### config.mk
export PLATFORM = sky130hd
export DESIGN_NAME = obj_attr_ram
export DESIGN_NICKNAME = d
export VERILOG_FILES = /design/src/common/obj_pkg.sv /design/src/source/obj_attr_ram.sv
export SDC_FILE = /design/constraint.sdc
export NUM_CORES = 2
export LEC_CHECK = 0
export BUFFER_PORTS_ARGS = -buffer_cell sky130_fd_sc_hd__buf_2
export CORE_UTILIZATION = 60
export CTS_CLUSTER_DIAMETER = 100
export CTS_CLUSTER_SIZE = 12
export DETAILED_ROUTE_END_ITERATION = 16
export GPL_ROUTABILITY_DRIVEN = 0
export PLACE_DENSITY = 0.76
export SYNTH_ARGS = -nofsm -noshare
export SYNTH_HDL_FRONTEND = slang
export SYNTH_SLANG_ARGS = --single-unit
### constraint.sdc
create_clock -name clk -period 6.9 [get_ports clk]
set_input_delay 1.38 -clock clk [delete_from_list [all_inputs] [get_ports clk]]
set_output_delay 1.38 -clock clk [all_outputs]
set_load 0.005 [all_outputs]
### src/common/obj_pkg.sv
// object layer constants
`default_nettype none

package obj_pkg;

    // attribute table geometry
    localparam int OBJ_COUNT      = 64;
    localparam int OBJ_BYTES      = 5;                        // bytes per entry
    localparam int OBJ_TABLE_SIZE = OBJ_COUNT * OBJ_BYTES;    // 320 bytes
    localparam int OBJ_TABLE_AW   = 9;
    localparam int OBJ_TABLE_LAST = (OBJ_COUNT - 1) * OBJ_BYTES;  // base of final entry

    // byte offsets inside one entry
    localparam logic [2:0] ATTR_CODE  = 3'd0;   // code bits 9:2
    localparam logic [2:0] ATTR_COLOR = 3'd1;   // palette and code bits 11:10
    localparam logic [2:0] ATTR_Y     = 3'd2;
    localparam logic [2:0] ATTR_X     = 3'd3;   // low x bits
    localparam logic [2:0] ATTR_SIZE  = 3'd4;   // size, flips, x msb, code msbs

    // bit positions in the size byte
    localparam int SIZE_X8_BIT    = 0;
    localparam int SIZE_BIG_BIT   = 1;          // set for 16 px objects
    localparam int SIZE_HFLIP_BIT = 4;
    localparam int SIZE_VFLIP_BIT = 5;

    localparam logic [7:0] OBJ_END_Y        = 8'd240;   // y value that ends the list
    localparam logic [8:0] OBJ_PIXEL_BUDGET = 9'd384;   // pixels drawn per line
    localparam logic [8:0] OBJ_X_OFFSET     = 9'd0;     // aligns object x with hdump

    // tile ROM address is code, row, half-row
    localparam int OBJ_ROM_AW = 18;

endpackage

`default_nettype wire

### src/source/obj_attr_ram.sv
// object attribute RAM
`default_nettype none

module obj_attr_ram (
    input  logic                              clk,
    input  logic                              obj_we,
    input  logic [obj_pkg::OBJ_TABLE_AW-1:0]  obj_addr,
    input  logic [7:0]                        obj_din,
    input  logic [obj_pkg::OBJ_TABLE_AW-1:0]  scan_addr,
    output logic [7:0]                        obj_scan
);
    import obj_pkg::*;

    logic [7:0] mem [0:OBJ_TABLE_SIZE-1];
    logic       addr_ok;

    // writes past the table are dropped
    assign addr_ok = obj_addr < OBJ_TABLE_AW'(OBJ_TABLE_SIZE);

    always_ff @(posedge clk) begin
        if (obj_we && addr_ok) begin
            mem[obj_addr] <= obj_din;
        end
    end

    // drawer side, one cycle of latency
    always_ff @(posedge clk) begin
        obj_scan <= mem[scan_addr];
    end

endmodule

`default_nettype wire

Word level (Yosys, flattened, before mapping)
Memories as Yosys holds them, arrays and structs flattened. A register that Yosys moved wholly into a read port is not among the register bits.
Cells that the tools add are included.
{ "word_totals": {"reg_bits": 0, "latch_bits": 0, "ram_bits": 2560, "rom_bits": 0, "out_inout_bits": 8, "elab_cells": 5, "mem_count": 1} }
{ "memory_table": {"columns": ["name", "depth", "width", "read_ports", "rd_clocked_by_memory_dff", "write_ports", "line_no", "rtl"], "rows": [
  ["mem", 320, 8, 1, 1, 1, "obj_attr_ram.sv:14", "logic [7:0] mem [0:OBJ_TABLE_SIZE-1];"]
]} }
{ "classes": {"n_addsub": 0, "multipliers": 0, "div": 0, "magnitude_cmp": 1, "eq_ne": 0, "shift": 0, "mux": 2, "bitwise": 0, "n_reduce_logical": 1} }
{ "op_table": {"columns": ["cell", "count"], "rows": [
  ["$lt 9x9->1 const B", 1],
  ["$mux 1", 2],
  ["$logic_and 1x1->1", 1]
]} }

Logic depth before layout (Yosys ltp)
{ "logic_depth": {"depth_word": 4, "ltp_mapped": 13, "depth_no_buf": 7} }

Worst setup path after synthesis
Ideal clock, no wire load.
{ "synth_path": {"kind": "input-to-reg", "start": "input scan_addr[0] (netlist name)", "end": "register obj_scan[0] (read register of mem)", "arrival_time_ns": 3.540, "slack_ns": 3.243, "stages": 10, "path_buffers": 4, "path_cell_list": "buf_2 -> buf_6 -> buf_2 -> buf_2 -> mux4_2 -> o211ai_1 -> nand4_1 -> a221oi_1 -> o211ai_1 -> a22o_1"} }
{ "synth_rtl": {"columns": ["element", "line_no", "rtl"], "rows": [
  ["start, declared", "obj_attr_ram.sv:9", "input logic [obj_pkg::OBJ_TABLE_AW-1:0] scan_addr,"],
  ["end, declared", "obj_attr_ram.sv:10", "output logic [7:0] obj_scan"]
]} }

==> results.yml <==
outcome:
  run_status: "completed"
cts:
  cts_tree: "built"
  cts_setup_buffers: 0
  cts-resized-gates: 0
  htreeDepth: 4
  clkLatencyLatePin_ps: 850
  clock_sink_count: 2568
  cts-root-buf: "clkbuf_16"
  clk_pin_slew_worst_paths_ps: 60
  cts_made_buffers: 231
  cts.path.max_buffers: 3
  cts-hold-fix-buffers: 0
setup_path:
  max_stage_delay_ps: 860
  start_kind: "input port"
  r2r_slack_ps: 3920
  end_kind: "flop"
  crit_buf_inv: 2
  worst-endpoint-arrival_ps: 5130
  cpMaxStageDelayCell: "o311ai_1"
  path_max_fanout: 47
  worstReg2RegStart: "mem[63][5]"
  cp_cell_sequence: "buf_8 -> buf_4 -> mux4_2 -> mux2_2 -> o31ai_1 -> nor2_1 -> o311ai_1 -> a31oi_1"
  regToRegEndpoint: "obj_scan[5]"
  required_ps: 7570
  crit_type: "in -> reg"
  crit_family: "compound AO/OA/AOI/OAI gates"
  r2r_cells: 5
worst_hold_path:
  hp-start: "obj_din[0]"
  min_delay_path_depth: 1
  min_to: "mem[47][0]"
  hp-class: "in -> reg"
sta:
  finalSetupViolations: 0
  hold_viol_final: 0
  drv_slew: 0
  skew_ps: 26.2
  period_share_pct: 64.7
  holdWs_ps: 1000
  slew_headroom_pct: 18.4
  worst_pin_slew_ps: 1220
  fin_ws_ps: 2440
  fmax_mhz: 224
  finalSetupTns_ps: 0
  rsz0062_at_grt: "no"
  post-route-min-period_ps: 4460
global_route:
  grt_overflow: 0
  grt_pass1_vias: 47800
  antenna_found_initial: 6
  grtUsageTotal_pct: 27.3
  grt_pass1_wl_um: 331000
  grt_max_degree: 209
route:
  route.detailed.drc: 0
  viasPerCell: 6.84
  first_iter_violations: 6208
  wl_per_cell_um: 32.4
  antenna_left: 0
  routed_wl_um: 226000
  vias: 47800
  dr.pass1.iters: 6
synth:
  yosys-top-cells-count: "edfxtp_1 (2,560), mux4_2 (589), nor2_1 (334), mux2i_1 (262), clkbuf_1 (158)"
  ys.flop_type: "edfxtp_1"
  synth.yosys.seq_area_share_pct: 77.4
  ys_seq_elements: 2568
  synth_area_leaders: "edfxtp_1 (77%), mux4_2 (13%), mux2i_1 (2.6%)"
  synth_cell_types: 43
  yosys_warnings: 0
  synth_most_common_cell: "edfxtp_1"
  synth_fp_nets: 4715
  synthArstFlopShare_pct: 0
  synth_top_cell_by_area: "edfxtp_1"
  synth_cells: 4687
  synth_top_cell_area_share_pct: 77.2
  synth_area_um2: 99600
  synth_edf_count: 2560
  syn_avg_cell_area_um2: 21.2
power_and_ir_drop:
  power_w: 0.0300
  power_density_nw_per_um2: 277
  power.leakage_nw: 33.3
  max-vdd-ir-drop_v: 0.000261
cells_and_area:
  drive_gt1_share_pct: 20.6
  synthToLayoutAreaGrowth_pct: 8.78
  nets: 4779
placed_design:
  dp_hpwl_um: 131000
  place_ws_ps: 1630
  io_buffers: 35
floorplanning:
  dieArea_um2: 168000
  core_area_um2: 165000
  start_util_pct: 60.4
  die_x_um: 409
  pin_count: 36
  rows: 149
  die_h_um: 409
flow_run:
  drv_cap: 0
-- layout by cell type (no fill, tap or decap), drive strengths merged, types with 45 or more instances in the layout --
cell type,count
edfxtp,2560
mux4,589
nor2,334
clkbuf,271
mux2i,262
buf,126
nand2,116
a21oi,93
o211ai,86
o21ai,45
-- logic make-up (layout without fill, tap and decap cells) --
logic type             count (synthesis)  after routing  synth area share [%]
muxes                                860            860                  16.1
AOI/OAI and AO/OA                    380            380                  2.56
DFF                                 2568           2568                  77.4
and+or+nand+nor                      582            582                  2.48
other                                  0              1                     0
buffers and inverters                297            410                  1.54
-- state kept, by name, indices dropped and copies added (netlist names) --
| name | flops |
|---|---|
| mem | 2560 |
| obj_scan | 8 |
-- worst max-delay path by stage --
stage                      start     endpoint  slack [ps]  depth (start not counted)
floorplan           scan_addr[0]  obj_scan[0]        3240                         10
global placement    scan_addr[1]  obj_scan[5]        1600                          8
detailed placement  scan_addr[1]  obj_scan[5]        1630                          8
CTS                 scan_addr[1]  obj_scan[5]        2520                          8
global route        scan_addr[1]  obj_scan[5]        2300                          8
finish              scan_addr[0]  obj_scan[6]        2440                          8
-- report_power, final --
group / internal [W] / leakage, nW / switching (W)
combinational: 0.000508 / 7.21 / 0.000938
sequential: 0.0172 / 23.1 / 0.0000180
clock: 0.00605 / 3.03 / 0.00529
total: 0.0237 / 33.3 / 0.00624
-- through the flow --
stage               utilization, %  instance area, µm²  std cells
finish                        65.7              108000       6990
global route                  65.7              108000       6990
global placement              61.9              102000       6707
detailed placement            61.9              102000       6707
CTS                           65.7              108000       6989
floorplan                        -               99600       4687
-- per-layer routing --
layer,part of all wire (%),GRT usage (%)
met1,38,39.8
met2,48,42.6
met3,11,5.28
met4,3.3,8.66
met5,0,0
-- layout make-up --
| class | count | area [µm²] |
|---|---|---|
| Clock inverter | 11 | 203 |
| Sequential cell | 2568 | 77000 |
| Clock buffer | 271 | 6020 |
| Timing Repair Buffer | 126 | 1240 |
| Inverter | 2 | 7.51 |
| Tap cell | 2189 | 2740 |
| Antenna cell | 1 | 2.50 |
| Multi-Input combinational cell | 1822 | 21100 |
| Fill cell | 10200 | 56500 |
Power figures use the tool's default switching activity.
