[src/common/obj_pkg.sv]
// object layer constants
`default_nettype none

package obj_pkg;

    // attribute table geometry
    localparam int OBJ_COUNT      = 64;
    localparam int OBJ_BYTES      = 5;                        // bytes per entry
    localparam int OBJ_TABLE_SIZE = OBJ_COUNT * OBJ_BYTES;    // 320 bytes
    localparam int OBJ_TABLE_AW   = 9;
    localparam int OBJ_TABLE_LAST = (OBJ_COUNT - 1) * OBJ_BYTES;  // base of final entry

    // byte offsets inside one entry
    localparam logic [2:0] ATTR_CODE  = 3'd0;   // code bits 9:2
    localparam logic [2:0] ATTR_COLOR = 3'd1;   // palette and code bits 11:10
    localparam logic [2:0] ATTR_Y     = 3'd2;
    localparam logic [2:0] ATTR_X     = 3'd3;   // low x bits
    localparam logic [2:0] ATTR_SIZE  = 3'd4;   // size, flips, x msb, code msbs

    // bit positions in the size byte
    localparam int SIZE_X8_BIT    = 0;
    localparam int SIZE_BIG_BIT   = 1;          // set for 16 px objects
    localparam int SIZE_HFLIP_BIT = 4;
    localparam int SIZE_VFLIP_BIT = 5;

    localparam logic [7:0] OBJ_END_Y        = 8'd240;   // y value that ends the list
    localparam logic [8:0] OBJ_PIXEL_BUDGET = 9'd384;   // pixels drawn per line
    localparam logic [8:0] OBJ_X_OFFSET     = 9'd0;     // aligns object x with hdump

    // tile ROM address is code, row, half-row
    localparam int OBJ_ROM_AW = 18;

endpackage

`default_nettype wire

[src/obj_engine/obj_drawer.sv]
// object line drawer
`default_nettype none

module obj_drawer (
    input  logic                              clk,
    input  logic                              rst,
    input  logic                              LHBL,
    input  logic                              LVBL,
    input  logic [8:0]                        vrender,
    output logic [obj_pkg::OBJ_TABLE_AW-1:0]  scan_addr,
    input  logic [7:0]                        obj_scan,
    output logic [7:0]                        lut_index,
    output logic                              lut_valid,
    output logic [8:0]                        xpos,
    output logic                              rom_cs,
    output logic [obj_pkg::OBJ_ROM_AW-1:0]    rom_addr,
    input  logic                              rom_ok,
    input  logic [15:0]                       rom_data,
    output logic                              done
);
    import obj_pkg::*;

    typedef enum logic [3:0] {
        ST_SIZE,
        ST_Y,
        ST_TEST,
        ST_CODE,
        ST_COLOR,
        ST_XPOS,
        ST_WAIT,
        ST_DUMP,
        ST_STEP,
        ST_NEXT
    } state_t;

    state_t                  st;
    logic                    last_lhbl;
    logic                    line_start;
    logic [OBJ_TABLE_AW-1:0] scan_base;
    logic [2:0]              byte_sel;
    logic [13:0]             code;
    logic [3:0]              pal;
    logic [3:0]              row;         // already flipped
    logic [1:0]              hpos;        // quadrant and half-row
    logic [1:0]              wcnt;        // words done in this row
    logic [1:0]              pcnt;        // pixel inside the word
    logic                    big;
    logic                    hflip;
    logic                    vflip;
    logic                    x8;
    logic [15:0]             pix_data;
    logic [8:0]              xcnt;
    logic [8:0]              pxl_cnt;
    logic [8:0]              vdiff;
    logic                    visible;
    logic [3:0]              nibble;
    logic                    last_word;

    assign line_start = LHBL && !last_lhbl && LVBL;
    assign scan_addr  = scan_base + OBJ_TABLE_AW'(byte_sel);

    // 14 bit code, 3 bit row, half-row
    assign rom_addr = {code[13:1], big ? hpos[1] : code[0], row[2:0], hpos[0]};

    // valid in ST_TEST, where obj_scan holds y
    assign vdiff   = vrender - {1'b0, obj_scan};
    assign visible = vdiff < (big ? 9'd16 : 9'd8);

    assign nibble    = hflip ? pix_data[3:0] : pix_data[15:12];
    assign last_word = wcnt == (big ? 2'd3 : 2'd1);

    always_ff @(posedge clk) begin
        if (rst) begin
            st        <= ST_SIZE;
            done      <= 1'b1;
            rom_cs    <= 1'b0;
            lut_valid <= 1'b0;
            last_lhbl <= 1'b0;
            scan_base <= '0;
            byte_sel  <= ATTR_SIZE;
            pxl_cnt   <= '0;
        end else begin
            last_lhbl <= LHBL;
            lut_valid <= 1'b0;
            if (line_start) begin
                // unfinished work from the last line is dropped here
                done      <= 1'b0;
                rom_cs    <= 1'b0;
                st        <= ST_SIZE;
                scan_base <= '0;
                byte_sel  <= ATTR_SIZE;
                pxl_cnt   <= '0;
            end else if (!done) begin
                case (st)
                    ST_SIZE: begin
                        byte_sel <= ATTR_Y;
                        st       <= ST_Y;
                    end
                    ST_Y: begin                     // size byte
                        x8          <= obj_scan[SIZE_X8_BIT];
                        big         <= obj_scan[SIZE_BIG_BIT];
                        hflip       <= obj_scan[SIZE_HFLIP_BIT];
                        vflip       <= obj_scan[SIZE_VFLIP_BIT];
                        code[13:12] <= obj_scan[7:6];
                        byte_sel    <= ATTR_CODE;
                        st          <= ST_TEST;
                    end
                    ST_TEST: begin                  // y byte
                        if (obj_scan == OBJ_END_Y) begin
                            done <= 1'b1;
                        end else if (visible) begin
                            row      <= vdiff[3:0] ^ {4{vflip}};
                            byte_sel <= ATTR_COLOR;
                            st       <= ST_CODE;
                        end else begin
                            st <= ST_NEXT;
                        end
                    end
                    ST_CODE: begin
                        code[9:2] <= obj_scan;
                        byte_sel  <= ATTR_X;
                        st        <= ST_COLOR;
                    end
                    ST_COLOR: begin
                        code[11:10] <= obj_scan[1:0];
                        pal         <= obj_scan[7:4];
                        // small objects take the low code bits from the colour byte
                        code[1]     <= big ? row[3] : obj_scan[3];
                        code[0]     <= big ? 1'b0 : obj_scan[2];
                        hpos        <= {2{hflip}};  // right side first when flipped
                        wcnt        <= 2'd0;
                        st          <= ST_XPOS;
                    end
                    ST_XPOS: begin
                        xcnt   <= {x8, obj_scan} + OBJ_X_OFFSET;
                        rom_cs <= 1'b1;
                        st     <= ST_WAIT;
                    end
                    ST_WAIT: begin
                        if (rom_ok) begin
                            pix_data <= rom_data;
                            rom_cs   <= 1'b0;
                            pcnt     <= 2'd0;
                            st       <= ST_DUMP;
                        end
                    end
                    ST_DUMP: begin                  // one pixel per cycle
                        lut_valid <= 1'b1;
                        lut_index <= {pal, nibble};
                        xpos      <= xcnt;
                        xcnt      <= xcnt + 9'd1;
                        pxl_cnt   <= pxl_cnt + 9'd1;
                        pix_data  <= hflip ? pix_data >> 4 : pix_data << 4;
                        pcnt      <= pcnt + 2'd1;
                        if (pcnt == 2'd3) begin
                            st <= ST_STEP;
                        end
                    end
                    ST_STEP: begin
                        hpos <= hflip ? hpos - 2'd1 : hpos + 2'd1;
                        wcnt <= wcnt + 2'd1;
                        if (last_word) begin
                            st <= ST_NEXT;
                        end else begin
                            rom_cs <= 1'b1;
                            st     <= ST_WAIT;
                        end
                    end
                    ST_NEXT: begin
                        byte_sel <= ATTR_SIZE;
                        st       <= ST_SIZE;
                        if (scan_base == OBJ_TABLE_AW'(OBJ_TABLE_LAST) ||
                            pxl_cnt >= OBJ_PIXEL_BUDGET) begin
                            done <= 1'b1;
                        end else begin
                            scan_base <= scan_base + OBJ_TABLE_AW'(OBJ_BYTES);
                        end
                    end
                    default: st <= ST_SIZE;
                endcase
            end
        end
    end

endmodule

`default_nettype wire

[config.mk]
export PLATFORM = sky130hd
export DESIGN_NAME = obj_drawer
export DESIGN_NICKNAME = d
export VERILOG_FILES = /design/src/common/obj_pkg.sv /design/src/obj_engine/obj_drawer.sv
export SDC_FILE = /design/constraint.sdc
export NUM_CORES = 1
export LEC_CHECK = 0
export ABC_AREA = 1
export BUFFER_PORTS_ARGS = -buffer_cell sky130_fd_sc_hd__buf_2
export CAP_MARGIN = 10
export CORE_ASPECT_RATIO = 1.1
export CORE_MARGIN = 2
export CORE_UTILIZATION = 51
export CTS_BUF_LIST = sky130_fd_sc_hd__clkbuf_16
export DETAILED_ROUTE_END_ITERATION = 10
export PLACE_DENSITY = 0.76
export SETUP_SLACK_MARGIN = 0.1
export SYNTH_ARGS = -nofsm -noshare
export SYNTH_HDL_FRONTEND = slang
export SYNTH_SLANG_ARGS = --single-unit
[constraint.sdc]
create_clock -name clk -period 2.4 [get_ports clk]
set_clock_uncertainty 0.1 [all_clocks]
set_input_delay 0 -clock clk [delete_from_list [all_inputs] [get_ports clk]]
set_output_delay 0 -clock clk [all_outputs]
set_load 0.005 [all_outputs]
## Yosys cells after proc, flatten, opt, wreduce, memory -nomap -nowiden

Index checks and enable logic that the tools add are counted.

| storage, ports and cells | value |
|---|---|
| input bits | 38 |
| RAM bits | 0 |
| logic and storage cells | 117 |
| memory bits (read-only) | 0 |
| output and inout bits | 47 |
| latch bits | 0 |
| memories kept | 0 |
| register bits after elaboration | 103 |

| cells by class | value |
|---|---|
| reduce and logical (&&, ||, !) cells | 25 |
| magnitude comparators | 2 |
| $add $sub $neg | 9 |
| mux-type cells | 32 |
| shifts and indexed selects | 0 |
| div/mod/pow operators | 0 |
| bitwise gates (word level) | 6 |
| multipliers | 0 |
| equality and inequality tests | 18 |

Operators by type and width:

| kind | number |
|---|---|
| $pmux W4 S9 | 1 |
| $reduce_and A4 Y1 | 9 |
| $mux W16 | 2 |
| $pmux W16 S2 | 1 |
| $mux W4 | 6 |
| $add A9 B1 Y9 const B | 2 |
| $pmux W9 S2 | 1 |
| $eq A4 B3 Y1 const B | 4 |
| $pmux W3 S5 | 1 |
| $pmux W2 S2 | 3 |
| $ne A2 B2 Y1 const B | 5 |
| $add A9 B3 Y9 | 1 |
| $add A9 B3 Y9 const B | 1 |
| $eq A9 B9 Y1 const B | 1 |
| $ge A9 B9 Y1 const B | 1 |
| $lt A9 B5 Y1 | 1 |
| $mux W1 | 9 |
| $sub A9 B8 Y9 | 1 |
| $eq A4 B2 Y1 const B | 2 |
| $eq A4 B4 Y1 const B | 2 |
| $eq A8 B8 Y1 const B | 1 |
| $add A2 B1 Y2 const B | 3 |
| $mux W2 | 3 |
| $mux W3 | 2 |
| 22 further kinds | 29 |

## Depth between registers and ports, before layout

Gate-level depths: netlist of the first run.

| logic depth | value |
|---|---|
| word-level depth | 6 |
| mapped depth | 16 |
| depth with buffers taken out | 16 |

## Least setup slack after synthesis of the first run

No wires, ideal clock.

| path | value |
|---|---|
| path kind | input to register |
| start point | in vrender[0] |
| end point | reg row[0], enable pin |
| data required time | 1,939 ps |
| library setup time | 361 ps |
| buffers on the path | 0 |
| slack | 73 ps |
| data arrival time | 1,866 ps |
| cell stages on the path | 14 |
| cells stage by stage | inv_1 -> ha_1 -> fa_1 -> inv_1 -> nand2_1 -> nand2_1 -> nand2_1 -> xnor2_1 -> ha_1 -> nand2_1 -> nand2_1 -> nor2_1 -> nand3_1 -> nor3_1 |

| on the way | value |
|---|---|
| longest elaborated chain between the ends | 3 |

RTL lines:

| element | line | RTL |
|---|---|---|
| start: declaration | obj_drawer.sv:9 | `input logic [8:0] vrender,` |
| $sub A9 B8 Y9 | obj_drawer.sv:66 | `assign vdiff = vrender - {1'b0, obj_scan};` |
| $lt A9 B5 Y1 | obj_drawer.sv:67 | `assign visible = vdiff < (big ? 9'd16 : 9'd8);` |
| $reduce_and A6 Y1 (no source line) | n/a |  |
| end signal: assignment | obj_drawer.sv:112 | `row <= vdiff[3:0] ^ {4{vflip}};` |
| end: declaration | obj_drawer.sv:43 | `logic [3:0] row;` |

No other way between the ends.
A chain may end at the register's enable or synchronous reset.

## Worst setup path in the final report of the first run

| path | value |
|---|---|
| start point | in obj_scan[7] |
| end point | reg row[1], enable pin |

| on the way | value |
|---|---|
| longest elaborated chain between the ends | 3 |
| elaborated cells between the ends (all ways) | 5 |
| those cells by class | add/sub (1); order compare (1); eq/ne (1); bitwise (1); reduce/logical (1) |

RTL lines:

| element | line | RTL |
|---|---|---|
| start: declaration | obj_drawer.sv:11 | `input logic [7:0] obj_scan,` |
| $sub A9 B8 Y9 or $eq A8 B8 Y1 (tied branches) | obj_drawer.sv:66, obj_drawer.sv:109 |  |
| $lt A9 B5 Y1 or $not A1 Y1 (tied branches) | n/a |  |
| $reduce_and A6 Y1 (no source line) (*) | n/a |  |

Mark *: on every way between the ends. The rest lies on a longest branch, timed or not.

==> flow_summary.ini, run 1 <==
[route]
vias_per_cell = 5.206
wire_per_inst_um = 14.16
route.detailed.drc = 0
first_pass_iters = 5
first_iter_violations = 298
drt.antenna.violating_nets = 0
routed_wl_um = 11740
vias = 4316

[setup_path]
crit_path_start_kind = input port
crit_required_ps = 2320
crit_type = input port to register
ff2ff_path_depth = 5
critPathCaptureType = register
worstPathArrival_ps = 2150
cp_max_fo = 6

[timing]
maxSlewViolCount = 0
rsz0062_at_grt = yes
tightest_slew_ps = 789.9
hold_viol = 0
slew-limit-headroom = 0.4686
post-route-min-period_ps = 2232
min_period_over_period = 0.9300
whs_ps = 62.13
timing.fmax_ghz = 0.4480
fin_ws_ps = 168.0
setup_violations = 0

[floorplanning]
dieArea_um2 = 11170
die_h_um = 110.6
io_pins = 85
rows = 38
fp.dieW_um = 100.9
core_area_um2 = 9985
start_util = 0.5281

[clocking]
clk_pin_slew_ps = 80
cts_max_path_buffers = 2
htreeDepth = 3
tritoncts = done
cts-buffers-inserted = 9
clk_latency_ps = 350
clockRootBuffer = clkbuf_16
cts.sinks = 103

[job]
drv_cap = 0

[synth]
synth_edf_count = 74
synth-xor-area-share = 0.03488
yosysSeqAreaShare = 0.5316
synth.area.top_cells = edfxtp_1 42%, dfxtp_1 11%, nand2_1 11%
synthesis.nets = 648
synth_top_family_by_area = simple AND/OR/NAND/NOR gates
synthArstFlopShare = 0
synth_seq_cells = 103
synthAdderAreaFrac = 0.04794
yosysWarningCount = 0
synth_top_area_share = 0.4215
syn_inst = 591
netlist_area_um2 = 5273
synth_compound_area_frac = 0.08140
synth_ff_type = edfxtp_1
synthSimpleGateAreaFrac = 0.2100
postSynthAreaPerCell_um2 = 8.921
synth_largest_area_cell = edfxtp_1
yosysUniqueCellTypes = 34
synthMuxAreaShare = 0

[placement]
gp_congestion = 0.8833
portBuffers = 84
dpl.hpwl_um = 8057
place_ws_ps = -126.3
placed_area_um2 = 5787

[run_status]
status = completed

[power]
pwr_density_cell_nw_per_um2 = 574.8
power_frac_seq = 0.515
vdd_drop_max_uv = 455.7
pwr-share-clk = 0.395
swShare = 0.2454
pwr-share-comb = 0.090
p_sw_mw = 0.9103
p_leak_nw = 2.800
p_total_mw = 3.709
internal_power_mw = 2.799

[worst_hold_path]
worstHoldPathCells = 3
hold_path.class = input port to register

[finish]
n_antenna_cell = 0
seq_area_um2 = 2803
fillers = 820
syn2layout_area_growth_pct = 22.38
multi_input_area_um2 = 2021
fin_area_um2 = 6452
nNetsFinal = 761
drive_above_1_share = 0.1918
postLayoutCoreUtil = 0.6462

[global_routing]
grt.total_usage = 0.2144
grt_pass1_wl_um = 19060
grt-ovfl-total = 0
antenna_found_initial = 0
grt_pass1_vias = 4183
grt_max_degree = 24
[area by class of cell]
cell class / instances / area share
clock buffer: 9 / 0.03490
multi-input combinational: 375 / 0.3132
timing repair buffer: 130 / 0.1315
sequential: 103 / 0.4344
clock inverter: 7 / 0.01338
tap: 120 / 0.02327
inverter: 85 / 0.04945
[placed cells by master, fill, tap and decap left out, types with 3 or more instances in the layout]
master         count
inv_2              4
clkinv_4           3
xor2_1            13
nor3_1            14
a31oi_1           10
ha_1              15
dlygate4sd3_1     31
clkbuf_16          9
edfxtp_1          74
clkinv_8           3
xnor2_1            8
nor2_1            50
inv_1             79
nand4_1            6
dfxtp_1           29
buf_4             16
a21oi_1           28
buf_2             82
nand3_1           21
nand3_2            3
nand2_1          148
o21ai_0           37
[power groups by stage]
| stage | registers (mW) | clock network [mW] | logic (mW) |
|---|---|---|---|
| 2_1_floorplan | 1.95 | 0 | 0.181 |
| 3_3_place_gp | 1.95 | 0 | 0.266 |
| 3_5_place_dp | 1.95 | 0 | 0.278 |
| 4_1_cts | 1.91 | 1.48 | 0.323 |
| 5_1_grt | 1.91 | 1.56 | 0.376 |
| 6_report | 1.91 | 1.47 | 0.335 |
[cell families (layout without fill, tap and decap cells)]
| group | Yosys count | count (layout) |
|---|---|---|
| AND/OR/NAND/NOR | 254 | 254 |
| buffers and inverters | 113 | 231 |
| flip-flops | 103 | 103 |
| AO/OA/AOI/OAI | 81 | 81 |
| XOR/XNOR | 21 | 21 |
| adder cells (fa/ha/maj) | 19 | 19 |
[final timing paths]
| check | to | slack [ps] | from |
|---|---|---|---|
| worst max-delay path | row[1] | 170 | obj_scan[7] |
| worst min-delay path | xcnt[4] | 60 | obj_scan[4] |
| worst max register to register | pix_data[8] | 360 | st[2] |
| worst min register to register | lut_index[6] | 320 | pal[2] |
[cells in the mapped netlist, types with 2 or more instances]
cell        n
nand4_1     6
nor3_1     15
inv_2       4
a31oi_1    10
nand2_1   148
o21ai_0    38
nor4_1      2
a21oi_1    29
fa_1        2
nand3_2     2
clkbuf_1    9
xnor2_1     8
ha_1       17
nor2_4      2
o31ai_1     2
edfxtp_1   74
clkinv_1    2
buf_4      17
dfxtp_1    29
xor2_1     13
nand3_1    22
nor2_1     50
inv_1      79
[per-layer routing]
metal	vias up	routed length (µm)	track usage
met4	0	337	0.09009
met1	1994	4918	0.2638
met5	-	0	0
li1	2149	-	-
met3	30	527	0.03481
met2	143	5957	0.3684
[per-stage QoR]
| step | std cells | setup TNS [ps] |
|---|---|---|
| after detailed placement | 782 | -505.1 |
| after CTS | 829 | 0 |
| after floorplan | 591 | 0 |
| after global routing | 829 | 0 |
| final | 829 | 0 |
| after global placement | 782 | 0 |
[state kept, by name, summed over array words and instances, names as in the netlist, 3 cells and up]
signal / count
byte_sel: 3
code: 14
lut_index: 8
pal: 4
pix_data: 16
pxl_cnt: 9
row: 4
scan_base: 9
st: 4
xcnt: 9
xpos: 9
[worst max-delay path: stages]
cell	delay, ps
dlygate4sd3_1	530
clkbuf_4	170
inv_1	70
ha_4	280
nand2_1	60
nor2_1	110
nand3_1	120
nand2_1	110
nand2_1	50
nand2_1	50
nand2_1	50
nor2_1	110
nand3_2	110
nor3_4	320
[repair_timing]
action	4_1_cts	5_1_grt
hold endpoints to repair	45	0
gates resized for setup	0	9
hold buffers	31	0
setup buffers	0	0
endpoints found under the setup margin	0	6
(Power assumes the default switching activity.)
==> inputs of run 2 (changes only) <==
Settings changed: MAX_ROUTING_LAYER set to met4.
==> run 2 against run 1 <==
  * Sequential share of layout area unchanged
  * Design area unchanged
  * Wire length decreased by 0.14%
  * Sequential power about the same
  * Clock power about the same
  * Clock-buffer cell count unchanged
  * Fmax about the same
  * Critical path depth unchanged
  * Via count increased by 0.28%
  * Critical endpoint unchanged
  * Highest routed layer unchanged
==> flow_summary.ini, run 2 (synthesis gave the netlist of run 1 again) <==
[timing]
post-route-min-period_ps = 2232
maxSlewViolCount = 0
slew-limit-headroom = 0.4658
timing.fmax_ghz = 0.4479
tightest_slew_ps = 793.9
tns_ps = 0
rsz0062_at_grt = yes
whs_ps = 65.09
min_period_over_period = 0.9302
hold_viol = 0
fin_ws_ps = 167.5
setup_violations = 0

[floorplanning]
io_pins = 85
start_util = 0.5281
die_h_um = 110.6
rows = 38
dieArea_um2 = 11170
fp.dieW_um = 100.9
core_area_um2 = 9985

[global_routing]
grt_pass1_vias = 4185
grt.total_usage = 0.2206
antenna_found_initial = 0
grt-ovfl-total = 0
grt_pass1_wl_um = 19080
grt_max_degree = 24

[clocking]
clk_pin_slew_ps = 80
clk_latency_ps = 350
cts-buffers-inserted = 9
clockRootBuffer = clkbuf_16
cts.sinks = 103
tritoncts = done
htreeDepth = 3
cts_max_path_buffers = 2
post_cts.repair.setup_buffers = 0

[placement]
dp_cells = 782
placed_area_um2 = 5787
portBuffers = 84
gp_congestion = 0.8980
dpl.hpwl_um = 8057
place_ws_ps = -126.3

[route]
first_pass_iters = 5
routed_wl_um = 11730
wire_per_inst_um = 14.14
first_iter_violations = 306
vias = 4328
route.detailed.drc = 0
vias_per_cell = 5.221
drt.antenna.violating_nets = 0

[setup_path]
crit_chain = dlygate4sd3_1 -> clkbuf_4 -> inv_1 -> ha_4 -> nand2_1 -> nor2_1 -> nand3_1 -> nand2_1 -> nand2_1 -> nand2_1 -> nand2_1 -> nor2_1 -> nand3_2 -> nor3_4
cp_slowest_cell = dlygate4sd3_1
crit_path_start_kind = input port
critPathMostFrequentCell = nand2_1
worstPathArrival_ps = 2160
crit_required_ps = 2320
crit_type = input port to register
worst_path_largest_cell_delay_ps = 530
critPathCaptureType = register
cp_max_fo = 6

[power]
p_leak_nw = 2.800
p_sw_mw = 0.9085
vdd_drop_max_uv = 449.5
power_frac_seq = 0.515
pwr-share-clk = 0.395
p_total_mw = 3.707
pwr_density_cell_nw_per_um2 = 574.5
swShare = 0.2451
internal_power_mw = 2.799
pwr-share-comb = 0.090

[finish]
regMostFlops = pix_data
fin_area_um2 = 6452
reg_top3 = pix_data x16, code x14
layout_commonest_cell = nand2_1
largest_reg_flops = 16
final_cell_count_no_fill = 829
postLayoutCoreUtil = 0.6462
syn2layout_area_growth_pct = 22.38
drive_above_1_share = 0.1918
nNetsFinal = 761
n_antenna_cell = 0
mostFrequentLayoutCells = 148 x nand2_1, 82 x buf_2, 79 x inv_1

[run_status]
status = completed

[job]
drv_cap = 0

[worst_hold_path]
hold_path.class = input port to register
run 2: cell counts in the layout (fill, tap and decap cells not counted):
No cell type changed its count.
run 2: final cells by class:
cell class                      instances  area [µm²]
Fill cell                             820        3532
Sequential cell                       103        2803
Multi-Input combinational cell        375        2021
Timing Repair Buffer                  130       848.3
Inverter                               85       319.1
Clock buffer                            9       225.2
Tap cell                              120       150.1
Clock inverter                          7       86.33
run 2: layer usage:
layer	global-route usage	vias up	routed length, µm
met1	0.2622	2019	4966
met4	0.09009	0	323
met2	0.3707	131	5946
met3	0.03481	29	489
met5	-	-	0
li1	-	2149	-
run 2: power by group through the flow:
stage	Clock, mW	Sequential (mW)	Combinational [mW]
3_5_place_dp	0	1.95	0.278
4_1_cts	1.48	1.91	0.323
2_1_floorplan	0	1.95	0.181
3_3_place_gp	0	1.95	0.266
5_1_grt	1.55	1.91	0.376
6_report	1.46	1.91	0.335
run 2: path summary, 6_finish.rpt:
path / start / endpoint / slack [ps] / cells past startpoint
worst max register to register: st[2] / pix_data[8] / 370 / 5
worst min register to register: pal[1] / lut_index[5] / 330 / 0
worst max-delay path: obj_scan[7] / row[1] / 170 / 14
worst min-delay path: obj_scan[4] / xcnt[4] / 70 / 3
run 2: what timing repair did:
action / CTS / global route
hold buffers: 31 / 0
hold endpoints to repair: 45 / 0
setup endpoints to repair: 0 / 6
resized for setup: 0 / 9
run 2: critical path, delay by kind of cell:
family        cells  cell delay [ps]
simple gates     10             1090
fa+ha+maj         1              280
buf+inv           3              780
